[config.mk]
export PLATFORM = sky130hd
export DESIGN_NAME = alu
export DESIGN_NICKNAME = d
export VERILOG_FILES = /design/src/hw/coreCfgPkg.sv /design/src/hw/alu.sv
export SDC_FILE = /design/constraint.sdc
export NUM_CORES = 1
export LEC_CHECK = 0
export BUFFER_PORTS_ARGS = -buffer_cell sky130_fd_sc_hd__buf_4
export CORE_ASPECT_RATIO = 1.25
export CORE_MARGIN = 4
export CORE_UTILIZATION = 51
export DETAILED_ROUTE_END_ITERATION = 16
export GPL_TIMING_DRIVEN = 1
export PLACE_DENSITY = 0.8
export REMOVE_ABC_BUFFERS = 1
export SLEW_MARGIN = 5
export SYNTH_ARGS = -nofsm -noshare
export SYNTH_HDL_FRONTEND = slang
export SYNTH_SLANG_ARGS = --single-unit
export TNS_END_PERCENT = 5
[constraint.sdc]
create_clock -name vclk -period 6.35
set_input_delay 1.27 -clock vclk [all_inputs]
set_output_delay 1.27 -clock vclk [all_outputs]
set_load 0.02 [all_outputs]
[src/hw/coreCfgPkg.sv]
package coreCfgPkg;

    typedef logic [31:0] dataWord;

    typedef enum logic [3:0] {
        opAdd,
        opSub,
        opSll,
        opSlt,
        opSltu,
        opXor,
        opSrl,
        opSra,
        opOr,
        opAnd,
        opPassB    // lui, immediate straight through
    } aluOp;

    // operand source, youngest producer wins
    typedef enum logic [2:0] {
        selRegFile,
        selAXm,
        selBXm,
        selAMw,
        selBMw
    } bypassSel;

    localparam int counterWidth = 32;

endpackage

[src/hw/alu.sv]
module alu (
    input  coreCfgPkg::dataWord operandA,
    input  coreCfgPkg::dataWord operandB,
    input  coreCfgPkg::aluOp    op,
    output coreCfgPkg::dataWord result
);

    logic [4:0] shamt;

    assign shamt = operandB[4:0]; // rv32 shifts use the low five bits

    always_comb begin
        case (op)
            coreCfgPkg::opAdd:   result = operandA + operandB;
            coreCfgPkg::opSub:   result = operandA - operandB;
            coreCfgPkg::opSll:   result = operandA << shamt;
            coreCfgPkg::opSlt:   result = {31'b0, $signed(operandA) < $signed(operandB)};
            coreCfgPkg::opSltu:  result = {31'b0, operandA < operandB};
            coreCfgPkg::opXor:   result = operandA ^ operandB;
            coreCfgPkg::opSrl:   result = operandA >> shamt;
            coreCfgPkg::opSra:   result = $unsigned($signed(operandA) >>> shamt);
            coreCfgPkg::opOr:    result = operandA | operandB;
            coreCfgPkg::opAnd:   result = operandA & operandB;
            coreCfgPkg::opPassB: result = operandB;
            default:             result = operandA + operandB;
        endcase
    end

endmodule

==> results_dict.tcl <==
set metrics [dict create \
    status "finished clean" \
    setup_viol 0 \
    crit_type "primary input to output port" \
    period_needed_ns 5.90 \
    area_delta_synth_final_pct 9.40 \
    grt_max_degree 65 \
    yosys_warnings 0 \
    worst_pin_slew_ns 0.916 \
    synth_top_family_by_area "compound AO/OA/AOI/OAI gates" \
    worst_path_max_delay_cell "o21ai_0" \
    maxCapViolCount 0 \
    via_per_inst 7.09 \
    seqCellArea_um2 0 \
    nFlopsAndLatches 0 \
    layout-drive-gt1-share_pct 14.8 \
    route.detailed.drc 0 \
    wirelength_um 38900 \
    synth_fa_ha_area_share_pct 14.1 \
    grt_pass1_wl_um 58500 \
    cts-resized-gates 0 \
    critical_path.max_fanout 6 \
    pwr_density_cell_mw_per_mm2 101 \
    dp_hpwl_um 29900 \
    synth-xor-area-share_pct 0.885 \
    place_ws_ns 0.570 \
    grt_pass1_vias 10222 \
    slew_headroom_pct 38.9 \
    antenna_left 0 \
    fin_nets 1540 \
    synth_compound_area_share_pct 39.9 \
    cp.arrival_ns 4.63 \
    crit_path_end_kind "output port" \
    ys_seq_area_share_pct 0 \
    max_stage_delay_ns 0.46 \
    crit_buf_inv 3 \
    postCtsSetupBuffers 0 \
    syn-cell-area_mm2 0.00891 \
    synthCells 1348 \
    via_count 11286 \
    synth-simple-area-share_pct 20.6 \
    place_congestion 1.06 \
    grt_overflow_total 0 \
    design.die.area_mm2 0.0197 \
    antenna_cells 0 \
    fp.dieH_um 156 \
    die_w_um 126 \
    slew_violations 0 \
    crit_family "compound AO/OA/AOI/OAI gates" \
    ir_drop_mv 0.0574 \
    core_mm2 0.0170 \
    first_pass_iters 6 \
    setup_ws_ns 0.452 \
    synth.distinct_cells 93 \
    tns_ns 0 \
    finalCritPeriodShare_pct 92.9 \
    fmax_mhz 170 \
    io-pin-count 100 \
    cp-start-kind "primary input" \
    grt_use_total_pct 36.9 \
    final.clkbuf_count 0 \
    drt_iter0_drc 1227 \
    rsz0062_at_grt "no" \
    rows 53 \
    muxShareOfSynthArea_pct 15.3 \
    worst_ep_required_time_ns 5.08 \
    antenna_found_initial 0 \
    io_buffers 100 \
    cp_cell_sequence "buf_4 -> ha_1 -> inv_1 -> fa_1 -> nor2b_1 -> o2111ai_1 -> a21oi_1 -> o21ai_0 -> o221ai_1 -> a41oi_1 -> o21ai_0 -> mux2i_1 -> o221ai_1 -> buf_4" \
    p_leak_nw 4.31 \
    start_util_pct 52.5 \
    cts_hold_buf 0 \
    syn_avg_cell_area_um2 6.61 \
    wire_per_inst_um 24.4 \
    timing.hold.ws_ns 2.90 \
    hold_viol_final 0 \
    min_path_type "primary input to output port" \
]
cells in the final DEF, fill, tap and decap left out, drive strengths merged, types with 15 or more instances in the layout:
master,n
mux4,23
a31oi,15
nor2,166
a211oi,30
mux2i,57
mux2,24
a21o,19
nand3,26
ha,97
nand2,104
o22ai,15
nand2b,15
a21oi,138
inv,96
o21ai,113
buf,131
nor3,36
a22oi,24
Yosys cell counts, types with 5 or more instances:
master     number  area [µm²]
nand4_1         9        56.3
o2111ai_1       8        70.1
o22ai_1        15        93.8
o211a_1         6        60.1
clkbuf_1       74         278
ha_1           97        1210
o211ai_1       14         105
nor4_1          5        31.3
o21ai_0       102         510
nand2_1       104         390
a22o_1          7        61.3
xnor2_1         8        70.1
or3_1           7        43.8
a21o_1         19         143
a21oi_1       136         681
o31ai_1         9        67.6
o21bai_1       14         105
a211o_1        12         105
o21ai_1        10        50.1
nand2b_1       15        93.8
a22oi_1        24         180
a221o_1        14         140
o21a_1         11        82.6
mux2i_1        57         571
nor3_1         35         175
o221ai_1        9        78.8
nor2_1        166         623
inv_1          94         353
and3_1          5        31.3
nand3_1        26         130
a211oi_1       30         225
mux4_2         23         518
nor2b_1        10        62.6
buf_2          19        95.1
a221oi_1       14         123
mux2_2         21         236
a31oi_1        13        81.3
buf_1          11        41.3
through the flow:
step / cell area [µm²] / power (W) / util (%) / std cells
after floorplan: 8450 / 0.000588 / - / 1240
after global placement: 9740 / 0.000948 / 57.4 / 1591
after detailed placement: 9740 / 0.000950 / 57.4 / 1591
after CTS: 9740 / 0.000956 / 57.4 / 1591
after global routing: 9740 / 0.00105 / 57.4 / 1591
final: 9740 / 0.000985 / 57.4 / 1591
worst min-delay path, cell delays in order:
cell and delay, ns:
buf_4 0.09, a221oi_1 0.07, nand3_1 0.07, buf_4 0.14
worst paths after layout:
path / startpoint / slack (ns) / end / depth (start not counted)
min: operandB[16] / 2.90 / result[16] / 4
max: operandA[0] / 0.45 / result[30] / 14
logic make-up after synthesis:
family / Yosys count
muxes: 104
adders and majority gates: 99
and+or+nand+nor: 407
AOI/OAI and AO/OA: 523
xor gates and xnor gates: 9
buffers and inverters: 206
where the power goes:
group | internal, W | switching [W] | leakage, nW
logic | 0.000365 | 0.000620 | 4.31
registers | 0 | 0 | 0
clock network | 0 | 0 | 0
total | 0.000365 | 0.000620 | 4.31
layer usage:
layer / wire (µm) / global-route usage [%]
met4: 2690 / 21.3
met1: 14600 / 46.1
met2: 17600 / 60.3
met3: 4040 / 5.82
met5: 0 / 0
area by class of cell:
| type | instances | area [µm²] |
|---|---|---|
| multi-input combinational | 1142 | 8120 |
| inverter | 98 | 368 |
| timing repair buffer | 131 | 983 |
| fill | 1756 | 7230 |
| tap | 220 | 275 |
No activity file was read; power rests on OpenSTA's default activity.
