`src/hw/coreCfgPkg.sv`:
```
package coreCfgPkg;

    typedef logic [31:0] dataWord;

    typedef enum logic [3:0] {
        opAdd,
        opSub,
        opSll,
        opSlt,
        opSltu,
        opXor,
        opSrl,
        opSra,
        opOr,
        opAnd,
        opPassB    // lui, immediate straight through
    } aluOp;

    // operand source, youngest producer wins
    typedef enum logic [2:0] {
        selRegFile,
        selAXm,
        selBXm,
        selAMw,
        selBMw
    } bypassSel;

    localparam int counterWidth = 32;

endpackage

```
`src/hw/rvIsaPkg.sv`:
```
package rvIsaPkg;

    // major opcodes used by this core
    localparam logic [6:0] opImm = 7'b0010011;
    localparam logic [6:0] op    = 7'b0110011;
    localparam logic [6:0] lui   = 7'b0110111;
    localparam logic [6:0] halt  = 7'b0001011; // custom-0 space

    localparam logic [31:0] nopWord = 32'h0000_0013; // addi x0, x0, 0

    typedef logic [4:0] regIdx;

    typedef struct packed {
        logic [6:0] funct7;
        regIdx      rs2;
        regIdx      rs1;
        logic [2:0] funct3;
        regIdx      rd;
        logic [6:0] opcode;
    } rTypeFields;

    typedef struct packed {
        logic [11:0] imm;
        regIdx       rs1;
        logic [2:0]  funct3;
        regIdx       rd;
        logic [6:0]  opcode;
    } iTypeFields;

    typedef struct packed {
        logic [19:0] imm;
        regIdx       rd;
        logic [6:0]  opcode;
    } uTypeFields;

    // same 32 bits seen through each format
    typedef union packed {
        rTypeFields rFmt;
        iTypeFields iFmt;
        uTypeFields uFmt;
    } instWord;

endpackage

```
`src/hw/bypassUnit.sv`:
```
module bypassUnit (
    input  rvIsaPkg::regIdx      dxSrcA1,
    input  rvIsaPkg::regIdx      dxSrcA2,
    input  rvIsaPkg::regIdx      dxSrcB1,
    input  rvIsaPkg::regIdx      dxSrcB2,
    input  rvIsaPkg::regIdx      xmDestA,
    input  rvIsaPkg::regIdx      xmDestB,
    input  logic                 xmWriteEnA,
    input  logic                 xmWriteEnB,
    input  rvIsaPkg::regIdx      mwDestA,
    input  rvIsaPkg::regIdx      mwDestB,
    input  logic                 mwWriteEnA,
    input  logic                 mwWriteEnB,
    output coreCfgPkg::bypassSel selA1,
    output coreCfgPkg::bypassSel selA2,
    output coreCfgPkg::bypassSel selB1,
    output coreCfgPkg::bypassSel selB2
);

    function automatic coreCfgPkg::bypassSel pickSource(input rvIsaPkg::regIdx src);
        coreCfgPkg::bypassSel sel;
        sel = coreCfgPkg::selRegFile;
        if (src != '0) begin // x0 never forwards
            if (xmWriteEnA && xmDestA == src)
                sel = coreCfgPkg::selAXm;
            else if (xmWriteEnB && xmDestB == src)
                sel = coreCfgPkg::selBXm;
            else if (mwWriteEnA && mwDestA == src)
                sel = coreCfgPkg::selAMw;
            else if (mwWriteEnB && mwDestB == src)
                sel = coreCfgPkg::selBMw;
        end
        return sel;
    endfunction

    always_comb begin
        selA1 = pickSource(dxSrcA1);
        selA2 = pickSource(dxSrcA2);
        selB1 = pickSource(dxSrcB1);
        selB2 = pickSource(dxSrcB2);
    end

endmodule

```
`config.mk`:
```
export PLATFORM = sky130hd
export DESIGN_NAME = bypassUnit
export DESIGN_NICKNAME = d
export VERILOG_FILES = /design/src/hw/coreCfgPkg.sv /design/src/hw/rvIsaPkg.sv /design/src/hw/bypassUnit.sv
export SDC_FILE = /design/constraint.sdc
export NUM_CORES = 1
export LEC_CHECK = 0
export BUFFER_PORTS_ARGS = -buffer_cell sky130_fd_sc_hd__buf_4
export CORE_MARGIN = 10
export CORE_UTILIZATION = 40
export DETAILED_ROUTE_END_ITERATION = 8
export PLACE_DENSITY = 0.69
export SLEW_MARGIN = 20
export SYNTH_ARGS = -nofsm -noshare
export SYNTH_HDL_FRONTEND = slang
export SYNTH_SLANG_ARGS = --single-unit
```
`constraint.sdc`:
```
create_clock -name vclk -period 1.5
set_input_delay 0.15 -clock vclk [all_inputs]
set_output_delay 0.15 -clock vclk [all_outputs]
set_load 0.01 [all_outputs]
```
==> metrics.csv <==
metric;value;unit
status;finished, final reports clean;
end_kind;output port;
finalPower;0.507;mW
vias_per_cell;5.13;
synthCells;175;
period_needed;1.49;ns
fmax;672;MHz
avgSynthCellArea;7.52;sq um
grt.met1_usage;0.176;
leakage;0.752;nW
ys_warn_count;0;
final_cell_mix;buf_4, xor2_1, xnor2_1;
worstSetupPathType;in -> out;
syn-num-nets;219;
cp_max_fo;4;
arrival;1.34;ns
start_util;0.424;
dpl.hpwl;3500;microns
whs;0.702;ns
area_growth_syn_to_layout;39.1;%
final_common_cell;buf_4;
antenna_found_initial;0;
multi_input_area;1250;sq um
gr-max-usage-layer;met2;
drive_above_1_share;0.439;
post-place-ws;0.00410;ns
slew_viol_final;0;
synth_area;1320;sq um
core;3100;sq um
regArea;0;sq um
grt_usage;0.132;
hold_depth;4;
holdCritPathClass;in -> out;
n_sequential_cell;0;
rsz0062_at_grt;true;
use_met2;0.221;
relSlewSlack;0.765;
hp-start;mwWriteEnB;
required;1.35;ns
layout_setup_ws;0.0123;ns
critPathLaunchType;primary input;
cts_setup_buffers;0;
grt_max_degree;7;
fin_area;1830;sq um
worst_slew_pin_slew;0.350;ns
drc;0;
wire_per_inst;17.2;microns
nClkBuffers;0;
placed_area;1710;sq um
place.gp.congestion;0.828;
num_rows;20;
holdPathEnd;selA2[2];
dr.pass1.iters;4;
yosys.cell_types.count;30;
fillers;313;
grt-ovfl-total;0;
ys_seq_area_frac;0;
wirelength;4390;microns
finalHoldViolCount;0;
vias;1313;
diodes;0;
nets;258;
finalCritPeriodShare;0.992;
grt_pass1_vias;1298;
die_y;77.4;microns
met3_usage;0.0276;
die_area;5990;sq um
die_x;77.4;microns
io_pins;56;
grt_pass1_wl;6710;microns
io_buffers;56;
drt_first_iter_violations;107;
p_per_area;277;nW/um^2
vdd_drop_max;0.000121;V
setup_viol;0;
ant_nets;0;
drv_cap;0;
[kinds of logic after synthesis]
group / Yosys count / share of synthesized area
AO/OA/AOI/OAI: 14 / 0.0903
XOR/XNOR: 77 / 0.512
buffers and inverters: 33 / 0.125
AND/OR/NAND/NOR: 51 / 0.272
[worst max-delay path, stage by stage]
cell	delay (ns)
buf_4	0.14
xor2_1	0.17
nor4_2	0.39
o211ai_1	0.19
a21oi_2	0.16
buf_4	0.13
[Yosys cell counts (2+ instances only)]
master    number  share of area
nor4b_2        4          0.046
o211ai_1       4          0.023
nand3_1        7          0.027
nor4_1        10          0.048
nor2_2         3          0.014
xor2_1        44           0.29
xnor2_1       33           0.22
inv_2          2         0.0057
or4_1          4          0.023
and3_1         4          0.019
nand2_1        4          0.011
and2_1         4          0.019
a2bb2o_1       3          0.023
inv_1          4          0.011
a21oi_1        4          0.015
nand4_1        4          0.019
buf_2         24          0.091
[final cells by class]
| type | instances | share of cell area |
|---|---|---|
| Inverter | 6 | 0.0123 |
| Multi-Input combinational cell | 142 | 0.683 |
| Timing Repair Buffer | 64 | 0.275 |
| Tap cell | 44 | 0.0301 |
[worst max path at each step]
stage / from / endpoint / cells past startpoint
6_report: mwDestA[0] / selB2[0] / 6
5_1_grt: mwDestA[0] / selB2[0] / 6
4_1_cts: dxSrcB2[2] / selB2[1] / 6
3_5_place_dp: dxSrcB2[2] / selB2[1] / 6
3_3_place_gp: dxSrcA1[3] / selA1[2] / 6
2_1_floorplan: dxSrcB2[2] / selB2[0] / 5
[per-layer routing]
metal / share of wire / wire length, microns
met1: 0.42 / 1860
met2: 0.48 / 2100
met3: 0.087 / 381
met4: 0.012 / 51
met5: 0 / 0
[power breakdown]
group          internal (mW)  switching (mW)  leakage, nW
logic                  0.257           0.250        0.752
clock network              0               0            0
registers                  0               0            0
total                  0.257           0.250        0.752
[through the flow]
step,instances,util,setup TNS (ns)
4_1_cts,256,0.551,0
3_3_place_gp,256,0.551,-0.00918
2_1_floorplan,175,-,0
5_1_grt,256,0.590,-0.0693
6_report,256,0.590,0
3_5_place_dp,256,0.551,0
[timing repair]
item                       4_1_cts  5_1_grt
gates resized for setup          0       23
hold buffers                     0        0
setup endpoints to repair        0       10
No activity file was read; power rests on OpenSTA's default activity.
