**src/hw/coreCfgPkg.sv**
```systemverilog
package coreCfgPkg;

    typedef logic [31:0] dataWord;

    typedef enum logic [3:0] {
        opAdd,
        opSub,
        opSll,
        opSlt,
        opSltu,
        opXor,
        opSrl,
        opSra,
        opOr,
        opAnd,
        opPassB    // lui, immediate straight through
    } aluOp;

    // operand source, youngest producer wins
    typedef enum logic [2:0] {
        selRegFile,
        selAXm,
        selBXm,
        selAMw,
        selBMw
    } bypassSel;

    localparam int counterWidth = 32;

endpackage

```
**src/hw/rvIsaPkg.sv**
```systemverilog
package rvIsaPkg;

    // major opcodes used by this core
    localparam logic [6:0] opImm = 7'b0010011;
    localparam logic [6:0] op    = 7'b0110011;
    localparam logic [6:0] lui   = 7'b0110111;
    localparam logic [6:0] halt  = 7'b0001011; // custom-0 space

    localparam logic [31:0] nopWord = 32'h0000_0013; // addi x0, x0, 0

    typedef logic [4:0] regIdx;

    typedef struct packed {
        logic [6:0] funct7;
        regIdx      rs2;
        regIdx      rs1;
        logic [2:0] funct3;
        regIdx      rd;
        logic [6:0] opcode;
    } rTypeFields;

    typedef struct packed {
        logic [11:0] imm;
        regIdx       rs1;
        logic [2:0]  funct3;
        regIdx       rd;
        logic [6:0]  opcode;
    } iTypeFields;

    typedef struct packed {
        logic [19:0] imm;
        regIdx       rd;
        logic [6:0]  opcode;
    } uTypeFields;

    // same 32 bits seen through each format
    typedef union packed {
        rTypeFields rFmt;
        iTypeFields iFmt;
        uTypeFields uFmt;
    } instWord;

endpackage

```
**src/hw/decodeUnit.sv**
```systemverilog
module decodeUnit (
    input  rvIsaPkg::instWord   packetA,
    input  rvIsaPkg::instWord   packetB,
    input  logic                packetValid,
    output rvIsaPkg::regIdx     readIdxA1,
    output rvIsaPkg::regIdx     readIdxA2,
    output rvIsaPkg::regIdx     readIdxB1,
    output rvIsaPkg::regIdx     readIdxB2,
    output rvIsaPkg::regIdx     destA,
    output rvIsaPkg::regIdx     destB,
    output logic                writeEnA,
    output logic                writeEnB,
    output coreCfgPkg::aluOp    opA,
    output coreCfgPkg::aluOp    opB,
    output logic                useImmA,
    output logic                useImmB,
    output coreCfgPkg::dataWord immA,
    output coreCfgPkg::dataWord immB,
    output logic                splitPacket,
    output logic                haltSeen
);

    rvIsaPkg::instWord slot [2];
    logic [1:0] isOp, isOpImm, isLui, isHalt;
    logic [1:0] live, writeEn;
    rvIsaPkg::regIdx src1 [2];
    rvIsaPkg::regIdx src2 [2];
    rvIsaPkg::regIdx dest [2];
    coreCfgPkg::aluOp aluSel [2];
    coreCfgPkg::dataWord imm [2];

    function automatic coreCfgPkg::aluOp aluFor(input rvIsaPkg::instWord w);
        coreCfgPkg::aluOp sel;
        logic alt;
        // funct7[5] picks sub/sra, for op-imm only on the shift
        alt = w.rFmt.funct7[5] && (w.rFmt.opcode == rvIsaPkg::op || w.rFmt.funct3 == 3'b101);
        case (w.rFmt.funct3)
            3'b000:  sel = alt ? coreCfgPkg::opSub : coreCfgPkg::opAdd;
            3'b001:  sel = coreCfgPkg::opSll;
            3'b010:  sel = coreCfgPkg::opSlt;
            3'b011:  sel = coreCfgPkg::opSltu;
            3'b100:  sel = coreCfgPkg::opXor;
            3'b101:  sel = alt ? coreCfgPkg::opSra : coreCfgPkg::opSrl;
            3'b110:  sel = coreCfgPkg::opOr;
            default: sel = coreCfgPkg::opAnd;
        endcase
        if (w.uFmt.opcode == rvIsaPkg::lui)
            sel = coreCfgPkg::opPassB;
        return sel;
    endfunction

    assign slot[0] = packetA;
    assign slot[1] = packetB;

    always_comb begin
        for (int s = 0; s < 2; s++) begin
            isOp[s]    = slot[s].rFmt.opcode == rvIsaPkg::op;
            isOpImm[s] = slot[s].iFmt.opcode == rvIsaPkg::opImm;
            isLui[s]   = slot[s].uFmt.opcode == rvIsaPkg::lui;
            isHalt[s]  = slot[s].rFmt.opcode == rvIsaPkg::halt;
            aluSel[s]  = aluFor(slot[s]);
            if (isLui[s])
                imm[s] = {slot[s].uFmt.imm, 12'h000};
            else
                imm[s] = {{20{slot[s].iFmt.imm[11]}}, slot[s].iFmt.imm};
        end
    end

    // halt in A squashes B
    assign live = {packetValid && !isHalt[0], packetValid};

    always_comb begin
        for (int s = 0; s < 2; s++) begin
            writeEn[s] = live[s] && (isOp[s] || isOpImm[s] || isLui[s])
                         && slot[s].rFmt.rd != '0;
            dest[s] = writeEn[s] ? slot[s].rFmt.rd : '0;
            src1[s] = (live[s] && (isOp[s] || isOpImm[s])) ? slot[s].rFmt.rs1 : '0;
            src2[s] = (live[s] && isOp[s]) ? slot[s].rFmt.rs2 : '0;
        end
    end

    assign readIdxA1 = src1[0];
    assign readIdxA2 = src2[0];
    assign readIdxB1 = src1[1];
    assign readIdxB2 = src2[1];
    assign destA     = dest[0];
    assign destB     = dest[1];
    assign writeEnA  = writeEn[0];
    assign writeEnB  = writeEn[1];
    assign opA       = aluSel[0];
    assign opB       = aluSel[1];
    assign useImmA   = isOpImm[0] || isLui[0];
    assign useImmB   = isOpImm[1] || isLui[1];
    assign immA      = imm[0];
    assign immB      = imm[1];

    // B depends on A, or both write the same register
    assign splitPacket = writeEn[0] &&
                         (dest[0] == src1[1] || dest[0] == src2[1] || dest[0] == dest[1]);
    assign haltSeen    = |(live & isHalt);

endmodule

```
**config.mk**
```make
export PLATFORM = sky130hd
export DESIGN_NAME = decodeUnit
export DESIGN_NICKNAME = d
export VERILOG_FILES = /design/src/hw/coreCfgPkg.sv /design/src/hw/rvIsaPkg.sv /design/src/hw/decodeUnit.sv
export SDC_FILE = /design/constraint.sdc
export NUM_CORES = 1
export LEC_CHECK = 0
export ABC_AREA = 1
export BUFFER_PORTS_ARGS = -buffer_cell sky130_fd_sc_hd__buf_2
export CAP_MARGIN = 20
export CORE_MARGIN = 2
export CORE_UTILIZATION = 25
export DETAILED_ROUTE_END_ITERATION = 8
export PLACE_DENSITY = 0.63
export SYNTH_ARGS = -nofsm -noshare
export SYNTH_HDL_FRONTEND = slang
export SYNTH_SLANG_ARGS = --single-unit
```
**constraint.sdc**
```tcl
create_clock -name vclk -period 1.18
set_input_delay 0 -clock vclk [all_inputs]
set_output_delay 0 -clock vclk [all_outputs]
set_load 0.03 [all_outputs]
```
==> summary.txt <==
Syn Area/Cell: 4.72 sq um
Synth top area share: 17.0%
Max-slew headroom: 85.2%
Max rail drop VDD: 0.000196 V
leading area contributor after synthesis: inv_1
met2 wire len: 3850 microns
area of the die: 0.00664 sq mm
clock period minus worst slack: 1.41 ns
initial core utilization: 25.7%
CP required: 1.18 ns
Slew Viols, Final: 0
DR WL met3: 704 microns
Metal-1 WL: 2520 microns
Mapped Area: 0.00150 sq mm
DR top layer: met4
global placer's final weighted congestion: 0.873
Setup crit start kind: primary input
cell leakage power: 2.05 nW
initial antenna violation count: 0
number of global-route vias before repair: 2460
worst min path class: primary input to output pin
XOR/XNOR share of the synthesized area: 1.17%
first-pass GRT wire length: 10700 microns
Cell variety after synth: 25
pin count of the biggest net entering global routing: 24
Tightest Pin Transition: 0.219 ns
total grt overflow: 0
Setup Crit Path Kind: primary input to output pin
layout sequential cell count: 0
dpl hpwl: 5990 microns
DRC: 0
Post-Syn Nets: 383
row count: 28
failing checks: negative setup slack
io pins: 173
CP arrival: 1.41 ns
top post-synthesis cells by area: inv_1, nor2_1, nand2_1, o21ai_0, nand3_1
outcome: complete, but fails checks
post-synthesis sequential area ratio: 0%
total global-route track usage: 19.7%
Final Hold Vio Count: 0
Setup violations, final: 2
final worst-path setup slack: -0.229 ns
Crit Path Max Fanout: 5
IO buf count: 173
ant diodes: 0
routed length per instance: 11.4 microns
mux cell area share after synthesis: 0%
layout cells sized above 1: 60.3%
Syn. warnings: 0
chip height: 81.5 microns
most frequent cells in the layout: buf_2, buf_4, inv_1
P&R area growth vs syn: 125%
Routed WL: 7100 microns
worst slack, placed: -0.350 ns
die width: 81.5 microns
core footprint: 0.00585 sq mm
Post-Synth Adder-Cell Area: 0%
clock buffers: 0
Post-Syn Instances: 318
DR vias: 2776
main combinational cell family by area after synthesis: simple AND/OR/NAND/NOR gates
Max Cap Violations: 0
Power Density: 312 mW/mm^2
f_max: 0.710 GHz
FF/Latch Area: 0 sq um
Synth Area in Compound Gates: 18.7%
Layout Nets: 614
drt pass-1 iters: 4
Routed Antenna Nets: 0
commonest non-fill, non-tap cell in the layout: buf_2
CP Capture Type: output pin
worst hold margin: 0.268 ns
vias per inst: 4.46
drt initial violations: 72
final core occ: 57.8%
simple-gate area share of the yosys netlist: 57.9%
RSZ-0062 raised after global routing: yes
ratio of final minimum period to clock period: 119%
## final timing paths
check,from,to,cells past startpoint
setup / recovery,packetB[2],splitPacket,15
hold / removal,packetB[31],immB[31],2
## per-stage QoR
stage	TNS (ns)	total power, mW	instances	cell area, sq um
floorplan	-1.76	0.549	318	1570
global placement	-1.42	0.930	611	2900
detailed placement	-1.66	0.933	611	2900
CTS	-0.672	0.970	614	3040
global route	-1.82	1.14	622	3380
finish	-0.242	1.05	622	3380
## per-layer routing
layer	track usage (%)	up-vias
met3	1.76	4
met2	41.8	134
met1	21.9	1204
met4	0	0
li1	-	1434
met5	0	-
## report_power, final
part | leakage (nW) | internal (mW) | total [mW] | switching (mW)
clock | 0 | 0 | 0 | 0
combinational | 2.05 | 0.384 | 1.05 | 0.671
sequential | 0 | 0 | 0 | 0
total | 2.05 | 0.384 | 1.05 | 0.671
## layout make-up
type	count	area, sq um
fillers	613	2470
repair buffers	241	1530
multi-input cells	231	1460
inverters	75	298
well taps	75	93.8
## cells by family (layout without fill, tap and decap cells)
logic type	Yosys count	count (layout)
AOI/OAI and AO/OA	54	54
xor gates and xnor gates	2	2
buffers and inverters	87	316
and+or+nand+nor	175	175
## cells in the mapped netlist
library cell   n
a21boi_2       1
a21oi_1        6
buf_1          1
buf_4          2
clkbuf_1       9
clkinv_1       1
inv_1         68
inv_2          6
nand2_1       57
nand2_2        9
nand2_4        1
nand2_8        2
nand3_1       23
nand3_2        3
nand3_4        2
nand4_1        4
nor2_1        60
nor2_2         2
nor2_4         7
nor3_1         4
o21ai_0       42
o21ai_1        4
o41ai_1        1
or2_2          1
xor2_1         2
## worst max-delay path, cell delays in order
cell and delay (ns):
buf_8 0.10, nor2_4 0.15, nand2_4 0.08, nor2_4 0.14, nand3_4 0.14, nor2_4 0.14, inv_2 0.03, nand2_1 0.05
nand2_1 0.05, nor2_1 0.10, nand3_1 0.10, nand3_2 0.09, nand2_1 0.06, inv_2 0.05, buf_6 0.12
## timing repair
item                       4_1_cts  5_1_grt
setup endpoints to repair       42       75
hold endpoints to repair         0        0
hold buffers                     0        0
resized for setup               35       95
buffers inserted                 4        8
pin swaps                       14       43
Note: power is estimated with default switching activity, not from simulation.
