<file path="config.mk">
export PLATFORM = sky130hd
export DESIGN_NAME = fetchUnit
export DESIGN_NICKNAME = d
export VERILOG_FILES = /design/src/hw/coreCfgPkg.sv /design/src/hw/rvIsaPkg.sv /design/src/hw/fetchUnit.sv
export SDC_FILE = /design/constraint.sdc
export NUM_CORES = 1
export LEC_CHECK = 0
export BUFFER_PORTS_ARGS = -buffer_cell sky130_fd_sc_hd__buf_2
export CAP_MARGIN = 40
export CORE_AREA = 10 10 109 111
export CTS_BUF_LIST = sky130_fd_sc_hd__clkbuf_2 sky130_fd_sc_hd__clkbuf_4 sky130_fd_sc_hd__clkbuf_8
export DETAILED_ROUTE_END_ITERATION = 8
export DIE_AREA = 0 0 119 121
export PLACE_DENSITY = 0.81
export RECOVER_POWER = 25
export SLEW_MARGIN = 40
export SYNTH_ARGS = -nofsm -noshare
export SYNTH_HDL_FRONTEND = slang
export SYNTH_SLANG_ARGS = --single-unit
</file>
<file path="constraint.sdc">
create_clock -name clock -period 3.87 [get_ports clock]
set_clock_uncertainty 0.2 [all_clocks]
set_input_delay 0.774 -clock clock [delete_from_list [all_inputs] [get_ports clock]]
set_output_delay 0.774 -clock clock [all_outputs]
set_load 0.01 [all_outputs]
</file>
<file path="src/hw/coreCfgPkg.sv">
package coreCfgPkg;

    typedef logic [31:0] dataWord;

    typedef enum logic [3:0] {
        opAdd,
        opSub,
        opSll,
        opSlt,
        opSltu,
        opXor,
        opSrl,
        opSra,
        opOr,
        opAnd,
        opPassB    // lui, immediate straight through
    } aluOp;

    // operand source, youngest producer wins
    typedef enum logic [2:0] {
        selRegFile,
        selAXm,
        selBXm,
        selAMw,
        selBMw
    } bypassSel;

    localparam int counterWidth = 32;

endpackage

</file>
<file path="src/hw/rvIsaPkg.sv">
package rvIsaPkg;

    // major opcodes used by this core
    localparam logic [6:0] opImm = 7'b0010011;
    localparam logic [6:0] op    = 7'b0110011;
    localparam logic [6:0] lui   = 7'b0110111;
    localparam logic [6:0] halt  = 7'b0001011; // custom-0 space

    localparam logic [31:0] nopWord = 32'h0000_0013; // addi x0, x0, 0

    typedef logic [4:0] regIdx;

    typedef struct packed {
        logic [6:0] funct7;
        regIdx      rs2;
        regIdx      rs1;
        logic [2:0] funct3;
        regIdx      rd;
        logic [6:0] opcode;
    } rTypeFields;

    typedef struct packed {
        logic [11:0] imm;
        regIdx       rs1;
        logic [2:0]  funct3;
        regIdx       rd;
        logic [6:0]  opcode;
    } iTypeFields;

    typedef struct packed {
        logic [19:0] imm;
        regIdx       rd;
        logic [6:0]  opcode;
    } uTypeFields;

    // same 32 bits seen through each format
    typedef union packed {
        rTypeFields rFmt;
        iTypeFields iFmt;
        uTypeFields uFmt;
    } instWord;

endpackage

</file>
<file path="src/hw/fetchUnit.sv">
module fetchUnit #(
    parameter coreCfgPkg::dataWord resetPc = 32'h0000_0000
) (
    input  logic                clock,
    input  logic                reset,
    input  rvIsaPkg::instWord   instA,
    input  rvIsaPkg::instWord   instB,
    input  logic                splitPacket,
    input  logic                haltSeen,
    output coreCfgPkg::dataWord instAddr,
    output rvIsaPkg::instWord   packetA,
    output rvIsaPkg::instWord   packetB,
    output coreCfgPkg::dataWord packetPcA,
    output logic                packetValid
);

    coreCfgPkg::dataWord pc;
    logic frozen;   // set once a halt has been decoded
    logic advance;

    assign advance  = !frozen && !haltSeen && !splitPacket;
    assign instAddr = pc;

    always_ff @(posedge clock or posedge reset) begin
        if (reset) begin
            pc          <= resetPc;
            frozen      <= 1'b0;
            packetValid <= 1'b0;
            packetA     <= rvIsaPkg::nopWord;
            packetB     <= rvIsaPkg::nopWord;
        end else if (frozen || haltSeen) begin
            // nothing younger than the halt gets in
            frozen      <= 1'b1;
            packetValid <= 1'b0;
            packetA     <= rvIsaPkg::nopWord;
            packetB     <= rvIsaPkg::nopWord;
        end else if (splitPacket) begin
            packetA <= rvIsaPkg::nopWord; // A already issued, B goes alone
        end else begin
            pc          <= pc + 32'd8;
            packetValid <= 1'b1;
            packetA     <= instA;
            packetB     <= instB;
        end
    end

    always_ff @(posedge clock) begin
        if (advance)
            packetPcA <= pc;
    end

endmodule

</file>
==> impl_summary.md <==
Place
The wire-length estimate of the detail-placed layout is just under 9000 um. At the end of routability-driven placement, the weighted congestion stood at about 0.78. The number of placed instances, taps included, is 646.

During placement, the flow inserted port buffers numbering 190. Timing analysis after detailed placement gives a worst setup slack of 947 ps. Once placement finished, the instance area stood at 5760 um^2.

CTS
Counting the buffers created by CTS gives 17. Buffers added to address setup during post-CTS repair amount to 0. The clock latency on the worst-skew pair is ~420 ps. The longest clock path from root to sink contains 2 buffers. Clock-pin slew was measured on the worst setup and hold paths at 70 ps.

CTS built an H-tree with a depth of 4. The hold-fix buffer count after cts is 0. Post-CTS repair changed the size of 0 cells.

TritonCTS built the clock tree. The clock net sink count is about 120. The cell sitting at the root of the clock tree is a clkbuf_8.

Drt
The final routed wire length divided by cell count is 17.3 um. For this run, the detailed router's first-pass iteration total came to 4. The routed design has approximately 12000 um of wire.

The post-route DRC violation count is 0. The number of vias per cell after detailed routing is 4.84. The first routing iteration left 125 violations. The overall via count from detail_route is 3284. The detail route stage leaves a number of antenna-violating nets equal to 0.

Worst hold path
The launch point of the worst hold path is instAddr[31]. The worst hold path was traced through 0 stages. The path class of the tightest hold or removal check is reg2reg.

The terminating pin of the worst hold path is packetPcA[31].

Cells and area
Leaving out fill and tap cells, the most frequent cell in the layout is buf_2. The final design utilization is 64.3%. The proportion of layout cells with a drive suffix above 1 is 45.3%.

The post-synthesis to final-layout area growth is 31.6%. The antenna diode count is 0. In the layout the commonest cells are 189 x buf_2, 89 x dfrtp_1, 34 x nor2_1. The final cell count without fillers is 678. The number of nets in the final layout is 601.

The finished cells cover between 6000 and 7000 um^2.

Global route
The wire length of the first global-routing pass is 18900 um. The number of antenna violations at the first check in global routing was 0. The aggregate global-route resource usage is 16.6%.

The number of global-route vias before repair came to approximately 3600. Entering global routing, the biggest net connects 96 pins. After global routing the overflow that remains totals 0.

Timing
Counting I/O delays and the setup requirement, the final critical path takes 2480 ps. The final-layout worst hold slack is ~290 ps. Setup repair after global routing left no endpoint under its margin. For the final routed database, the setup TNS stands at 0 ps.

For the pin with the worst max-slew slack, the measured transition is 1960 ps. Setup violations remaining at the end of the flow were counted as 0. The fraction of the cycle the final worst path needs is roughly 64%. The number of failing hold endpoints at the final stage is 0.

The normalized max-slew margin is -30.8%. The fmax is 404 MHz. The minimum setup slack in the final design is 1390 ps.

The number of max-slew violations in the final report is 96.

Logic synthesis
Of the total synthesized cell area, the portion taken by full adders, half adders and majority gates is 0.266%. After Yosys synthesis, and, or, nand and nor cells account for 15.0% of the synthesized area. The dominant combinational cell family by area after synthesis is simple AND/OR/NAND/NOR gates.

The mean post-synth cell area is around 14 um^2. Of the total synthesized cell area, the portion taken by XOR and XNOR cells is 5.21%. The post-synth design cell area is approximately 4700 um^2.

Synthesis inferred 124 register bits. In this run, distinct cell masters in the synthesized netlist total 35. After synthesis, the share of cell area in mux cells is under 10%.

The warning count from the yosys run is 0. Synthesis produced 336 cells. The sequential-to-total area share from yosys stat is 69.2%. Summing the areas of all compound-gate instances in the mapped netlist gives 0.106% of the synthesized area.

Critical path
Along the worst path, the maximum fanout reaches 36. Walking the worst path, the cells encountered are buf_2 > nor3_4 > buf_4 > nand4_2 > nor4_1 > xor2_1. The highest-delay cell along the critical path is nor4_1. The critical path in this run is classified as in2reg. The startpoint type of the worst setup path is an input port.

The largest single stage delay on the critical path is 460 ps. STA classifies the critical path endpoint as a register. The path depth of the worst reg2reg path is 5. The reg-to-reg critical path startpoint is frozen. The end of the worst register-to-register path is instAddr[24]. The required time at the endpoint of the critical path is 4010 ps.

The signal arrival time at the worst endpoint is 2620 ps. Setup slack on the worst reg-to-reg path comes out at 1450 ps.

Floorplanning
In this run the vertical extent of the chip is 121 um. The effective utilization at floorplan is around half. The floorplan step defined a die boundary enclosing 14400 um^2. After floorplanning, the core was divided into 36 placement rows. The number of ports placed on the die boundary is about 200. The area of the placeable core is 9640 um^2.

The floorplan step set the die width to 119 um.

Power
The static leakage is around 3.3 nW. IR analysis of the VDD net gives a maximum drop of 248 uV. The total power consumption of the routed design is 2.63 mW.

In this run the power density over the cells is 425 nW/um^2.

Run status
The run finished, with violations left. The final reports fail on max-capacitance violations, max-slew violations.

Job
Across the run, the number of max-cap violations was 1.
[how the worst max path moves through the flow]
stage,start,depth (start not counted),to
finish,haltSeen,6,instAddr[24]
global route,haltSeen,6,instAddr[22]
CTS,haltSeen,6,instAddr[24]
detailed placement,haltSeen,6,instAddr[24]
global placement,haltSeen,6,instAddr[24]
floorplan,reset,1,frozen
[logic make-up (layout without fill, tap and decap cells)]
kind of cell	after synthesis	count (layout)
flops	124	124
simple gates	118	118
xor+xnor	28	28
buf+inv	30	234
fa+ha+maj	1	1
compound gates	1	1
mux	33	33
other cells	1	6
[cell type report]
class	count	area (um^2)
Clock inverter	7	109
Fill cell	788	3450
Sequential cell	124	3260
Clock buffer	25	325
Inverter	9	37.5
Timing Repair Buffer	193	972
Tap cell	133	166
Multi-Input combinational cell	187	1330
[layer usage]
layer	track usage, %	up-vias	wire (um)	part of all wire (%)
met1	17.1	1598	4420	38
met3	8.24	23	1090	9.3
met4	8.40	0	300	2.6
li1	-	1517	-	-
met5	0	-	0	0
met2	27.4	146	5940	51
[report_power, final]
part | internal (mW) | switching (mW)
registers | 1.34 | 0.00304
clock network | 0.740 | 0.467
logic | 0.0404 | 0.0473
[flip-flops by register name (all words and copies together), names as in the netlist]
signal / count
packetA: 32
packetB: 32
instAddr: 29
packetPcA: 29
frozen: 1
packetValid: 1
[cells in the mapped netlist]
| library cell | instances | area (um^2) |
|---|---|---|
| nand2b_1 | 3 | 18.8 |
| mux2i_1 | 32 | 320 |
| nor2_1 | 34 | 128 |
| nand3_2 | 1 | 10.0 |
| nor3_2 | 2 | 20.0 |
| nor4_1 | 5 | 31.3 |
| and4_2 | 1 | 10.0 |
| nor4b_1 | 1 | 8.76 |
| or4_4 | 1 | 11.3 |
| buf_6 | 1 | 11.3 |
| inv_1 | 9 | 33.8 |
| xor2_1 | 18 | 158 |
| and4_1 | 2 | 17.5 |
| nand4_2 | 2 | 25.0 |
| conb_1 | 1 | 3.75 |
| or2_2 | 2 | 12.5 |
| nor3_1 | 6 | 30.0 |
| buf_1 | 3 | 11.3 |
| nor4_4 | 2 | 42.5 |
| ha_1 | 1 | 12.5 |
| nand2_1 | 11 | 41.3 |
| dfrtp_1 | 89 | 2230 |
| nand4_1 | 3 | 18.8 |
| and3_1 | 1 | 6.26 |
| buf_4 | 6 | 45.0 |
| and2_1 | 30 | 188 |
| nand3_1 | 7 | 35.0 |
| nor4_2 | 4 | 50.1 |
| clkbuf_1 | 8 | 30.0 |
| dfstp_2 | 6 | 158 |
| mux2_2 | 1 | 11.3 |
| a21oi_1 | 1 | 5.00 |
| buf_2 | 3 | 15.0 |
| xnor2_1 | 10 | 87.6 |
| edfxtp_1 | 29 | 871 |
[critical path, delay by kind of cell]
kind                   cells  cell delay, ps
XOR/XNOR                   1             200
AND/OR/NAND/NOR            3            1090
buffers and inverters      2             550
No activity file was read; power rests on OpenSTA's default activity.
